--- src/verilog/mulUnit_defines.svh ---
/*
 * Widths and function codes for the multiply/accumulate unit.
 * Codes follow the MIPS SPECIAL and SPECIAL2 layout; they only need to be
 * distinct here, since the opcode field is decoded elsewhere in the core.
 */

`ifndef MUL_UNIT_DEFINES_SVH
`define MUL_UNIT_DEFINES_SVH

// ---------------------------------------------------------------------------
// Data widths
// ---------------------------------------------------------------------------
`define MUL_WORD_W 32 // Register width
`define MUL_ACC_W  64 // HI/LO accumulator width
`define MUL_FUNC_W 6  // Function code width

// ---------------------------------------------------------------------------
// Function codes
// ---------------------------------------------------------------------------
`define MADD  6'h00
`define MADDU 6'h01
`define MSUB  6'h04
`define MSUBU 6'h05

`define MFHI  6'h10
`define MTHI  6'h11
`define MFLO  6'h12
`define MTLO  6'h13

`define MULT  6'h18
`define MULTU 6'h19

`endif
--- src/verilog/mulUnitPkg.sv ---
/*
 * Shared types for the multiply/accumulate unit.
 * accOp encodings are local to this unit and never leave the pipeline.
 */

`default_nettype none

`include "mulUnit_defines.svh"

package mulUnitPkg;

    typedef logic [`MUL_WORD_W-1:0] word_t;    // One register value
    typedef logic [`MUL_ACC_W-1:0]  acc_t;     // Product or HI/LO pair
    typedef logic [`MUL_FUNC_W-1:0] mulFunc_t;
    typedef logic [2:0]             accOp_t;   // Accumulator operation select

    // Accumulator operations, ACC_NONE must stay zero
    localparam accOp_t ACC_NONE = 3'd0;
    localparam accOp_t ACC_LOAD = 3'd1;
    localparam accOp_t ACC_ADD  = 3'd2;
    localparam accOp_t ACC_SUB  = 3'd3;
    localparam accOp_t ACC_WRHI = 3'd4;
    localparam accOp_t ACC_WRLO = 3'd5;
    localparam accOp_t ACC_RDHI = 3'd6;
    localparam accOp_t ACC_RDLO = 3'd7;

    typedef struct packed {
        logic carry;    // Carry out, or borrow on subtract
        logic zero;
        logic overflow;
        logic negative;
    } accFlags_t;

    typedef struct packed {
        mulFunc_t func;
        word_t    rs;
        word_t    rt;
    } mulRequest_t;

    typedef struct packed {
        logic   signedOp; // Multiply treats operands as signed
        accOp_t accOp;
        logic   isSigned; // Signed overflow rule for the flags
    } mulCtrl_t;

    typedef struct packed {
        mulCtrl_t ctrl;
        acc_t     operand; // Product, or Rs in the low word
    } accOperand_t;

endpackage

`default_nettype wire

--- src/verilog/mulUnit.sv ---
/*
 * Multiply/accumulate unit of the execute stage, three stages deep.
 * One operation per cycle, no back-pressure; results and flags come out
 * three edges after issue, in issue order.
 */

`default_nettype none

`include "mulUnit_defines.svh"

module mulUnit
    import mulUnitPkg::*;
(
    input  wire         Clock,
    input  wire         nReset,
    input  wire         Valid,
    input  mulRequest_t Request,
    output word_t       Result,
    output logic        ResultValid,
    output accFlags_t   Flags,
    output logic        FlagsValid
);

    // Decode to multiplier
    logic        decValid;
    mulCtrl_t    decCtrl;
    word_t       rs;
    word_t       rt;

    // Multiplier to accumulator
    logic        opValid;
    accOperand_t operand;

    // ------------------------------------------------------------------------
    // Pipeline stages
    // ------------------------------------------------------------------------
    mulDecode u_mulDecode (
        .Clock    (Clock),
        .nReset   (nReset),
        .Valid    (Valid),
        .Request  (Request),
        .DecValid (decValid),
        .DecCtrl  (decCtrl),
        .Rs       (rs),
        .Rt       (rt)
    );

    mulArray u_mulArray (
        .Clock    (Clock),
        .nReset   (nReset),
        .DecValid (decValid),
        .DecCtrl  (decCtrl),
        .Rs       (rs),
        .Rt       (rt),
        .OpValid  (opValid),
        .Operand  (operand)
    );

    accControl u_accControl (
        .Clock       (Clock),
        .nReset      (nReset),
        .OpValid     (opValid),
        .Operand     (operand),
        .Result      (Result),
        .ResultValid (ResultValid),
        .Flags       (Flags),
        .FlagsValid  (FlagsValid)
    );

endmodule

`default_nettype wire

--- src/verilog/accControl.sv ---
/*
 * Last pipeline stage. Owns the HI/LO accumulator, so dependent operations
 * issued back to back see each other without forwarding.
 * Result is only meaningful while ResultValid is high.
 */

`default_nettype none

`include "mulUnit_defines.svh"

module accControl
    import mulUnitPkg::*;
(
    input  wire         Clock,
    input  wire         nReset,
    input  wire         OpValid,
    input  accOperand_t Operand,
    output word_t       Result,
    output logic        ResultValid,
    output accFlags_t   Flags,
    output logic        FlagsValid
);

    acc_t               acc;       // {HI, LO}
    acc_t               accNext;
    acc_t               opVal;
    logic [`MUL_ACC_W:0] sum;      // One extra bit for carry or borrow
    logic               carry;
    logic               overflow;
    logic               setsFlags;
    logic               readsWord;
    word_t              readWord;
    accFlags_t          flagsNext;

    assign opVal = Operand.operand;

    // ------------------------------------------------------------------------
    // Next accumulator value and flags
    // ------------------------------------------------------------------------
    always_comb
    begin
        accNext   = acc;
        sum       = '0;
        carry     = 1'b0;
        overflow  = 1'b0;
        setsFlags = 1'b0;
        readsWord = 1'b0;
        readWord  = acc[`MUL_ACC_W-1:`MUL_WORD_W];

        if (OpValid)
        begin
            case (Operand.ctrl.accOp)
                ACC_ADD:
                begin
                    sum       = {1'b0, acc} + {1'b0, opVal};
                    accNext   = sum[`MUL_ACC_W-1:0];
                    carry     = sum[`MUL_ACC_W];
                    setsFlags = 1'b1;
                    if (Operand.ctrl.isSigned) // Same-sign inputs, sign flipped
                        overflow = (acc[`MUL_ACC_W-1] == opVal[`MUL_ACC_W-1]) &&
                                   (accNext[`MUL_ACC_W-1] != acc[`MUL_ACC_W-1]);
                    else
                        overflow = carry;
                end
                ACC_SUB:
                begin
                    sum       = {1'b0, acc} - {1'b0, opVal};
                    accNext   = sum[`MUL_ACC_W-1:0];
                    carry     = sum[`MUL_ACC_W];         // Borrow
                    setsFlags = 1'b1;
                    if (Operand.ctrl.isSigned)
                        overflow = (acc[`MUL_ACC_W-1] != opVal[`MUL_ACC_W-1]) &&
                                   (accNext[`MUL_ACC_W-1] != acc[`MUL_ACC_W-1]);
                    else
                        overflow = carry;
                end
                ACC_LOAD:
                begin
                    accNext   = opVal;
                    setsFlags = 1'b1;
                end
                ACC_WRHI:
                begin
                    accNext   = {opVal[`MUL_WORD_W-1:0], acc[`MUL_WORD_W-1:0]};
                    setsFlags = 1'b1;
                end
                ACC_WRLO:
                begin
                    accNext   = {acc[`MUL_ACC_W-1:`MUL_WORD_W], opVal[`MUL_WORD_W-1:0]};
                    setsFlags = 1'b1;
                end
                ACC_RDHI: readsWord = 1'b1; // Old HI, default readWord
                ACC_RDLO:
                begin
                    readsWord = 1'b1;
                    readWord  = acc[`MUL_WORD_W-1:0];
                end
                default: ; // ACC_NONE leaves everything alone
            endcase
        end

        flagsNext = '{carry:    carry,
                      zero:     (accNext == '0),
                      overflow: overflow,
                      negative: accNext[`MUL_ACC_W-1]};
    end

    // ------------------------------------------------------------------------
    // Accumulator and output registers
    // ------------------------------------------------------------------------
    always_ff @(posedge Clock or negedge nReset)
    begin
        if (!nReset)
        begin
            acc         <= '0;
            Flags       <= '0;
            FlagsValid  <= 1'b0;
            ResultValid <= 1'b0;
        end
        else
        begin
            acc         <= accNext;
            FlagsValid  <= setsFlags;
            ResultValid <= readsWord;
            if (setsFlags)
                Flags <= flagsNext;
        end
    end

    always_ff @(posedge Clock)
    begin
        if (readsWord)
            Result <= readWord;
    end

endmodule

`default_nettype wire

--- src/verilog/mulArray.sv ---
/*
 * Second pipeline stage. One registered 32x32 multiply, signed or unsigned
 * as the control asks. MTHI and MTLO bypass the multiplier and carry Rs
 * in the low word; for reads and unknown codes the operand is don't-care.
 */

`default_nettype none

`include "mulUnit_defines.svh"

module mulArray
    import mulUnitPkg::*;
(
    input  wire         Clock,
    input  wire         nReset,
    input  wire         DecValid,
    input  mulCtrl_t    DecCtrl,
    input  word_t       Rs,
    input  word_t       Rt,
    output logic        OpValid,
    output accOperand_t Operand
);

    acc_t     rsExt;       // Operands widened to product width
    acc_t     rtExt;
    acc_t     product;
    acc_t     operandNext;
    mulCtrl_t opCtrl;
    acc_t     opData;

    // ------------------------------------------------------------------------
    // Multiplier
    // ------------------------------------------------------------------------

    // Sign or zero extend first; the low 64 bits of the 64x64 product are
    // then the correct result for both signed and unsigned operands
    always_comb
    begin
        if (DecCtrl.signedOp)
        begin
            rsExt = {{`MUL_WORD_W{Rs[`MUL_WORD_W-1]}}, Rs};
            rtExt = {{`MUL_WORD_W{Rt[`MUL_WORD_W-1]}}, Rt};
        end
        else
        begin
            rsExt = {{`MUL_WORD_W{1'b0}}, Rs};
            rtExt = {{`MUL_WORD_W{1'b0}}, Rt};
        end
    end

    assign product = rsExt * rtExt; // Truncated to 64 bits

    // Operand select
    always_comb
    begin
        case (DecCtrl.accOp)
            ACC_WRHI,
            ACC_WRLO: operandNext = {{`MUL_WORD_W{1'b0}}, Rs}; // Raw Rs, low word
            default:  operandNext = product;
        endcase
    end

    // ------------------------------------------------------------------------
    // Stage register
    // ------------------------------------------------------------------------
    always_ff @(posedge Clock or negedge nReset)
    begin
        if (!nReset)
        begin
            OpValid <= 1'b0;
            opCtrl  <= '0;
        end
        else
        begin
            OpValid <= DecValid;
            opCtrl  <= DecCtrl;
        end
    end

    always_ff @(posedge Clock)
    begin
        if (DecValid)
        begin
            opData <= operandNext;
        end
    end

    assign Operand = '{ctrl: opCtrl, operand: opData};

endmodule

`default_nettype wire

--- src/verilog/mulDecode.sv ---
/*
 * First pipeline stage. Registers the issued request and turns the
 * function code into multiplier and accumulator controls.
 * Unknown codes travel on as ACC_NONE with DecValid still set.
 */

`default_nettype none

`include "mulUnit_defines.svh"

module mulDecode
    import mulUnitPkg::*;
(
    input  wire         Clock,
    input  wire         nReset,
    input  wire         Valid,
    input  mulRequest_t Request,
    output logic        DecValid,
    output mulCtrl_t    DecCtrl,
    output word_t       Rs,
    output word_t       Rt
);

    mulCtrl_t ctrlNext;

    // ------------------------------------------------------------------------
    // Function code decode
    // ------------------------------------------------------------------------
    always_comb
    begin
        ctrlNext = '{signedOp: 1'b0, accOp: ACC_NONE, isSigned: 1'b0};
        case (Request.func)
            `MULT:  ctrlNext = '{signedOp: 1'b1, accOp: ACC_LOAD, isSigned: 1'b1};
            `MULTU: ctrlNext = '{signedOp: 1'b0, accOp: ACC_LOAD, isSigned: 1'b0};
            `MADD:  ctrlNext = '{signedOp: 1'b1, accOp: ACC_ADD,  isSigned: 1'b1};
            `MADDU: ctrlNext = '{signedOp: 1'b0, accOp: ACC_ADD,  isSigned: 1'b0};
            `MSUB:  ctrlNext = '{signedOp: 1'b1, accOp: ACC_SUB,  isSigned: 1'b1};
            `MSUBU: ctrlNext = '{signedOp: 1'b0, accOp: ACC_SUB,  isSigned: 1'b0};

            // Moves between GPR and HI/LO, no multiply involved
            `MTHI:  ctrlNext.accOp = ACC_WRHI;
            `MTLO:  ctrlNext.accOp = ACC_WRLO;
            `MFHI:  ctrlNext.accOp = ACC_RDHI;
            `MFLO:  ctrlNext.accOp = ACC_RDLO;
            default: ; // Stays ACC_NONE
        endcase
    end

    // ------------------------------------------------------------------------
    // Stage register
    // ------------------------------------------------------------------------
    always_ff @(posedge Clock or negedge nReset)
    begin
        if (!nReset)
        begin
            DecValid <= 1'b0;
            DecCtrl  <= '0;
        end
        else
        begin
            DecValid <= Valid;
            DecCtrl  <= ctrlNext;
        end
    end

    always_ff @(posedge Clock)
    begin
        if (Valid) // Hold operands when idle
        begin
            Rs <= Request.rs;
            Rt <= Request.rt;
        end
    end

endmodule

`default_nettype wire

--- config.mk ---
export PLATFORM = sky130hd
export DESIGN_NAME = mulUnit
export DESIGN_NICKNAME = d
export VERILOG_FILES = /design/src/verilog/mulUnitPkg.sv /design/src/verilog/mulUnit.sv /design/src/verilog/accControl.sv /design/src/verilog/mulArray.sv /design/src/verilog/mulDecode.sv
export VERILOG_INCLUDE_DIRS = /design/src /design/src/verilog
export SDC_FILE = /design/constraint.sdc
export NUM_CORES = 2
export LEC_CHECK = 0
export BUFFER_PORTS_ARGS = -buffer_cell sky130_fd_sc_hd__buf_2
export CORE_ASPECT_RATIO = 1.75
export CORE_MARGIN = 2
export CORE_UTILIZATION = 40
export CTS_BUF_LIST = sky130_fd_sc_hd__clkbuf_2
export DETAILED_ROUTE_END_ITERATION = 7
export GPL_ROUTABILITY_DRIVEN = 0
export HOLD_SLACK_MARGIN = 0.05
export PLACE_DENSITY = 0.58
export REMOVE_ABC_BUFFERS = 1
export SYNTH_ARGS = -nofsm -noshare
export SYNTH_HDL_FRONTEND = slang
export SYNTH_SLANG_ARGS = --single-unit
--- constraint.sdc ---
create_clock -name Clock -period 16.8 [get_ports Clock]
set_input_delay 0.84 -clock Clock [delete_from_list [all_inputs] [get_ports Clock]]
set_output_delay 0.84 -clock Clock [all_outputs]
set_load 0.02 [all_outputs]
## Word-level counts from Yosys, hierarchy flattened

Index checks and enable logic that the tools add are counted.
W data, S select, Z words.

| storage, ports and cells | value |
|---|---|
| register bits | 240 |
| word-level logic and storage cells | 73 |

| operators by class | value |
|---|---|
| add/sub/neg operators | 2 |
| multiply operators | 1 |
| eq/ne operators | 22 |
| multiplexer cells | 19 |
| reductions and logical operators | 11 |

Operators with widths:

| kind | count |
|---|---|
| $pmux W64 S5 | 1 |
| $mux W64 | 3 |
| $mux W32 | 3 |
| $add A64 B64 Y65 | 1 |
| $sub A64 B64 Y65 | 1 |
| $logic_not A64 Y1 | 1 |
| $mul A64 B64 Y64 | 1 |
| $eq A6 B5 Y1 const B | 6 |
| $pmux W3 S7 | 1 |
| $eq A3 B3 Y1 const B | 6 |
| $eq A6 B3 Y1 const B | 2 |
| $reduce_or A2 Y1 | 5 |
| $mux W1 | 9 |
| $eq A3 B2 Y1 const B | 2 |
| $eq A6 B1 Y1 const B | 1 |
| $logic_not A6 Y1 | 1 |
| $reduce_or A5 Y1 | 1 |
| $pmux W1 S2 | 2 |
| $eq A3 B1 Y1 const B | 1 |
| $ne A1 B1 Y1 | 3 |
| $reduce_or A3 Y1 | 1 |
| $logic_and A1 B1 Y1 | 2 |
| $eq A1 B1 Y1 | 1 |

## Longest topological paths before layout

| logic depth | value |
|---|---|
| depth after elaboration | 6 |
| mapped depth | 37 |
| mapped depth without buffers | 34 |

## Hierarchy

Synthesis repeated with hierarchy kept, for this count alone.

| unflattened totals | value |
|---|---|
| cells, all modules | 7425 |
| area, all modules | 67268.3 µm² |

By module, submodules not included:

| module | instances | cells each | area an instance (µm²) | sequential area each (µm²) |
|---|---|---|---|---|
| mulArray | 1 | 5271 | 50267.0 | 2072.0 |
| accControl | 1 | 2073 | 14860.5 | 2712.6 |
| mulDecode | 1 | 81 | 2140.8 | 2047.0 |

## Worst setup path before layout

No wires, ideal clock.

| timing | value |
|---|---|
| path type | reg-to-reg |
| start | register u_mulDecode.Rs[31] |
| end | register u_mulArray.opData[58], data pin |
| library setup time | 0.266 ns |
| arrival | 8.830 ns |
| required time | 16.534 ns |
| setup slack | 7.704 ns |
| cell stages (with the launch flop) | 32 |
| buffers on the path | 2 |
| clock period less this slack | 9.096 ns |
| path through | edfxtp_1 -> and2_1 -> clkbuf_1 -> clkbuf_1 -> nand2_1 -> inv_1 -> fa_1 -> inv_1 -> fa_1 -> inv_1 -> fa_1 -> inv_1 -> fa_1 -> inv_1 -> fa_1 -> fa_1 -> fa_1 -> fa_1 -> fa_1 -> inv_1 -> fa_1 -> inv_1 -> ha_1 -> a21o_1 -> a21o_1 -> a21o_1 -> o21ai_0 -> a211oi_1 -> a211oi_1 -> o21ai_0 -> xnor2_1 -> nor2_1 |

| on the way | value |
|---|---|
| word-level cells in the longest chain between the ends | 2 |

RTL lines:

| item | line | RTL |
|---|---|---|
| start, declared | mulDecode.sv:20 | `output word_t Rs,` |
| start signal, assigned | mulDecode.sv:70 | `Rs <= Request.rs;` |
| $mux W64 | mulArray.sv:39 | `if (DecCtrl.signedOp)` |
| $mul A64 B64 Y64 | mulArray.sv:51 | `assign product = rsExt * rtExt;` |
| end signal, assigned | mulArray.sv:84 | `opData <= operandNext;` |
| end, declared | mulArray.sv:29 | `acc_t opData;` |

Every way passes these cells.
A chain may end at the register's enable or synchronous reset.

## Worst setup path in the final report

Same ends and word-level chain as after synthesis.

==> results summary <==
The most used flip-flop cell after synthesis is edfxtp_1. The worst register-to-register path has a setup slack of roughly 6200 ps. The full die area is approximately 0.17 mm2. The top-level I/O count is approximately 110. The worst setup path is launched from a flop. The stage delay of the slowest cell on the critical path is 960 ps.

The maximum fanout encountered on the critical timing path is 41. Of all flip-flops after synthesis, the portion carrying an async set or reset was between 30% and 40%. The first detailed-routing pass took 8 iterations. The routed wire length is roughly 250 mm. The total CTS buffers is slightly below 70. The final reports fail on capacitance limit, slew limit.

The sequential cell area fraction in the yosys report came out at 10.17%. In this run, synthesis inferred 160 flip-flops with an integrated enable. Buffers added to address setup during post-CTS repair amount to 0. The starting density of the core came out at 40.24%. Using the TritonRoute via totals, the vias-per-cell ratio works out to around 5.6. The depth of the worst register-to-register path came out at 31. The maximum level of the CTS H-tree came out at 3. The number of resized instances in the post-cts repair step came out at 0. The synthesized area divided by synthesized cell count is ~9.1 um2. The gate count of the mapped netlist is roughly 7400. The number of global-route vias before repair came out at between 50000 and 60000. The required time of the critical path is ~18000 ps. The mux contribution to synthesized area came out at ~1.0%. The area fraction in and, or, nand and nor cells after synthesis is between 10% and 20%. The DRC marker count from the first detailed-route iteration is 4004. Of all cell types, the one taking the most synthesized area is fa_1. The final routed DRC violation total is 0. Across the run, the number of max-cap violations was 2. The worst hold slack is 299.5 ps. The minimum period implied by the final worst setup slack is approximately 11000 ps. The synthesized-area fraction occupied by ao, oa, aoi and oai cells came out at ~9.9%.

Counting both buffers and inverters, the worst setup path holds a total of 9. The category of the most critical setup path is flop to flop. The library cells used most frequently in the layout, excluding fill and tap cells, are 1702 x inv_1, 1417 x fa_1, 742 x nand2_1, 568 x and2_1, 442 x ha_1. The first global-routing pass estimated 371.4 mm of wire. The depth of the worst hold-timing path is 2.

The capture endpoint of the worst hold path is u_mulDecode.Rt[7]. By area, the combinational part of the netlist is dominated by adder cells. After clock tree synthesis, the clock-pin slew on the worst setup and hold paths is approximately 100 ps.

The total via count after detailed routing came out at between 50000 and 60000. The proportion of layout cells with a drive suffix above 1 came out at around 5.5%. The highest clock rate came out at roughly 94 MHz. The endpoint identified for the worst register-to-register timing path is u_mulArray.opData[58]. For this run, the number of Yosys warnings is 0. The remaining antenna violation count is 0.

Leaving out fill and tap cells, the most frequent cell in the layout is inv_1. The measured slew at the worst slew-check pin came out at about 1500 ps. The most frequent cell on the critical path is fa_1. The HPWL after detailed placement came out at 190.7 mm.

The share of the clock period used by the worst path came out at between 60% and 70%. Yosys attributes the largest share of cell area to fa_1 42%, inv_1 9.6%, ha_1 8.3%, edfxtp_1 7.2%, and2_1 5.3%. Counting every sink on the clock net gives 240. In this design, the largest share of critical-path delay is due to adder cells.

Setup repair after global routing left no endpoint under its margin. The width of the die came out at roughly 310 um. The share of the synthesized area in the top cell type came out at 42.41%. The relative max-transition margin came out at -2.652%.

In this run the worst hold path is classified as input port to flop. TritonCTS built the clock tree. The die height came out at 545.0 um. The average detailed-routed wire length per instance is 25.72 um. STA puts the critical path data arrival time at between 10000 and 15000 ps.

For the final database, setup skew stands at about 190 ps. Clock latency on the worst-skew pair, taken at its later pin, is ~1400 ps. The total count of max-transition violations in the final report was 3. The area share of fa/ha/maj cells after synthesis is around 51%. The flop and latch count out of synthesis came out at 240.

The worst hold path begins at Request[7]. The largest net degree at the start of global routing came out at 70. Counting distinct cell types in the post-synthesis netlist gives 90. The synthesis-to-layout area growth came out at 7.074%. The number of antenna violations at the first check in global routing is 22. The run finished, with violations left. The total standard cell area after synthesis is between 0.06 and 0.07 mm2. The XOR/XNOR share of the synthesized area came out at under 10%.

The worst setup path is captured at a flop. The global-route congestion overflow total is 0. The standard-cell row count came out at around 200. The region available for standard cell placement spans between 0.15 and 0.2 mm2. The number of hold violations in the final report is 0. The startpoint identified for the worst register-to-register timing path is u_mulDecode.Rs[31]. The clock root buffer master is clkbuf_2.

Counting along the longest clock path gives a buffer depth of 3. The final layout contains 9334 nets. On the critical path, the stage with the largest delay is an instance of fa_1. Setup violations remaining at the end of the flow were counted as 0. Across every metal layer, demand over resource in global routing totals between 20 and 30%. The count of buffers added on input and output ports is 110. The final sum of negative setup slack is 0 ps.
-- per-layer routing --
metal  global-route usage (%)  vias up  wire length [um]
met3                    5.411     1164             16510
met5                        0        -               126
li1                         -    22820                 -
met4                    31.68       18             32600
met2                    52.28     2641            124300
met1                    28.19    27480             75040
-- kinds of logic (layout without fill, tap and decap cells) --
family	count (synthesis)	count (layout)
adder cells (fa/ha/maj)	1862	1862
multiplexers	63	63
AO/OA/AOI/OAI	1008	1008
other	0	9
XOR/XNOR	158	158
flip-flops	240	240
buffers and inverters	2067	2162
AND/OR/NAND/NOR	1963	1963
-- area by class of cell --
type | count | area, um2
timing repair buffer | 333 | 2520
antenna | 9 | 22.52
tap | 2200 | 2753
sequential | 240 | 6809
inverter | 1704 | 6396
fill | 16470 | 94600
multi-input combinational | 5054 | 52360
clock inverter | 34 | 314.1
clock buffer | 91 | 455.4
-- registers in the layout, indices dropped and copies added (netlist names) --
signal                    flops
u_mulArray.OpValid            1
u_mulDecode.Rt               32
u_mulDecode.DecValid          1
u_accControl.Result          32
u_accControl.FlagsValid       1
u_mulArray.Operand            4
u_accControl.acc             64
u_mulDecode.Rs               32
u_accControl.ResultValid      1
u_mulArray.opData            64
u_accControl.Flags            4
u_mulDecode.DecCtrl           4
-- cell usage after synthesis (39+ instances only) --
master    count
a22oi_1      45
nand2_1     743
ha_1        442
nor2b_1      42
edfxtp_1    160
a21oi_1     251
and2_1      568
inv_1      1703
o21ai_0     236
and3_1       41
fa_1       1417
clkbuf_1    334
nor3_1       57
a21o_1       62
a211oi_1     44
nand2b_1     39
nor2_1      274
xor2_1       41
xnor2_1     117
dfrtp_1      80
nor4_1       50
-- worst max-delay path by stage --
stage | end | cells after the start | slack (ps) | start
3_3_place_gp | u_mulArray.opData[58] | 31 | 6270 | u_mulDecode.Rs[31]
6_report | u_mulArray.opData[58] | 31 | 6160 | u_mulDecode.Rs[31]
5_1_grt | u_mulArray.opData[58] | 31 | 5640 | u_mulDecode.Rs[31]
3_5_place_dp | u_mulArray.opData[58] | 32 | 6250 | u_mulDecode.Rs[24]
2_1_floorplan | u_mulArray.opData[58] | 27 | 7140 | u_mulDecode.Rs[31]
4_1_cts | u_mulArray.opData[58] | 32 | 6230 | u_mulDecode.Rs[24]
-- per-stage QoR --
stage	util (%)	area, um2	worst slack (ps)	std cells
final	43.09	71630	6164	9665
after detailed placement	41.92	69680	6252	9416
after floorplan	-	65510	7142	6998
after global routing	43.08	71610	5637	9660
after global placement	41.92	69680	6266	9416
after CTS	43.06	71580	6231	9653
-- worst register-to-register path: cells and delay by family, from the launching register on --
family | cells | cell delay (ps)
fa+ha+maj | 11 | 6210
compound gates | 7 | 1860
buf+inv | 9 | 1280
simple gates | 3 | 510
flops | 1 | 370
xor+xnor | 1 | 170
-- repair_timing --
| action | 4_1_cts | 5_1_grt |
|---|---|---|
| setup endpoints to repair | 0 | 0 |
| hold buffers | 112 | 0 |
| endpoints found under the hold margin | 183 | 0 |
Power is not shown: default switching activity piles up to over one toggle a cycle in this logic, so the estimate is an artifact.
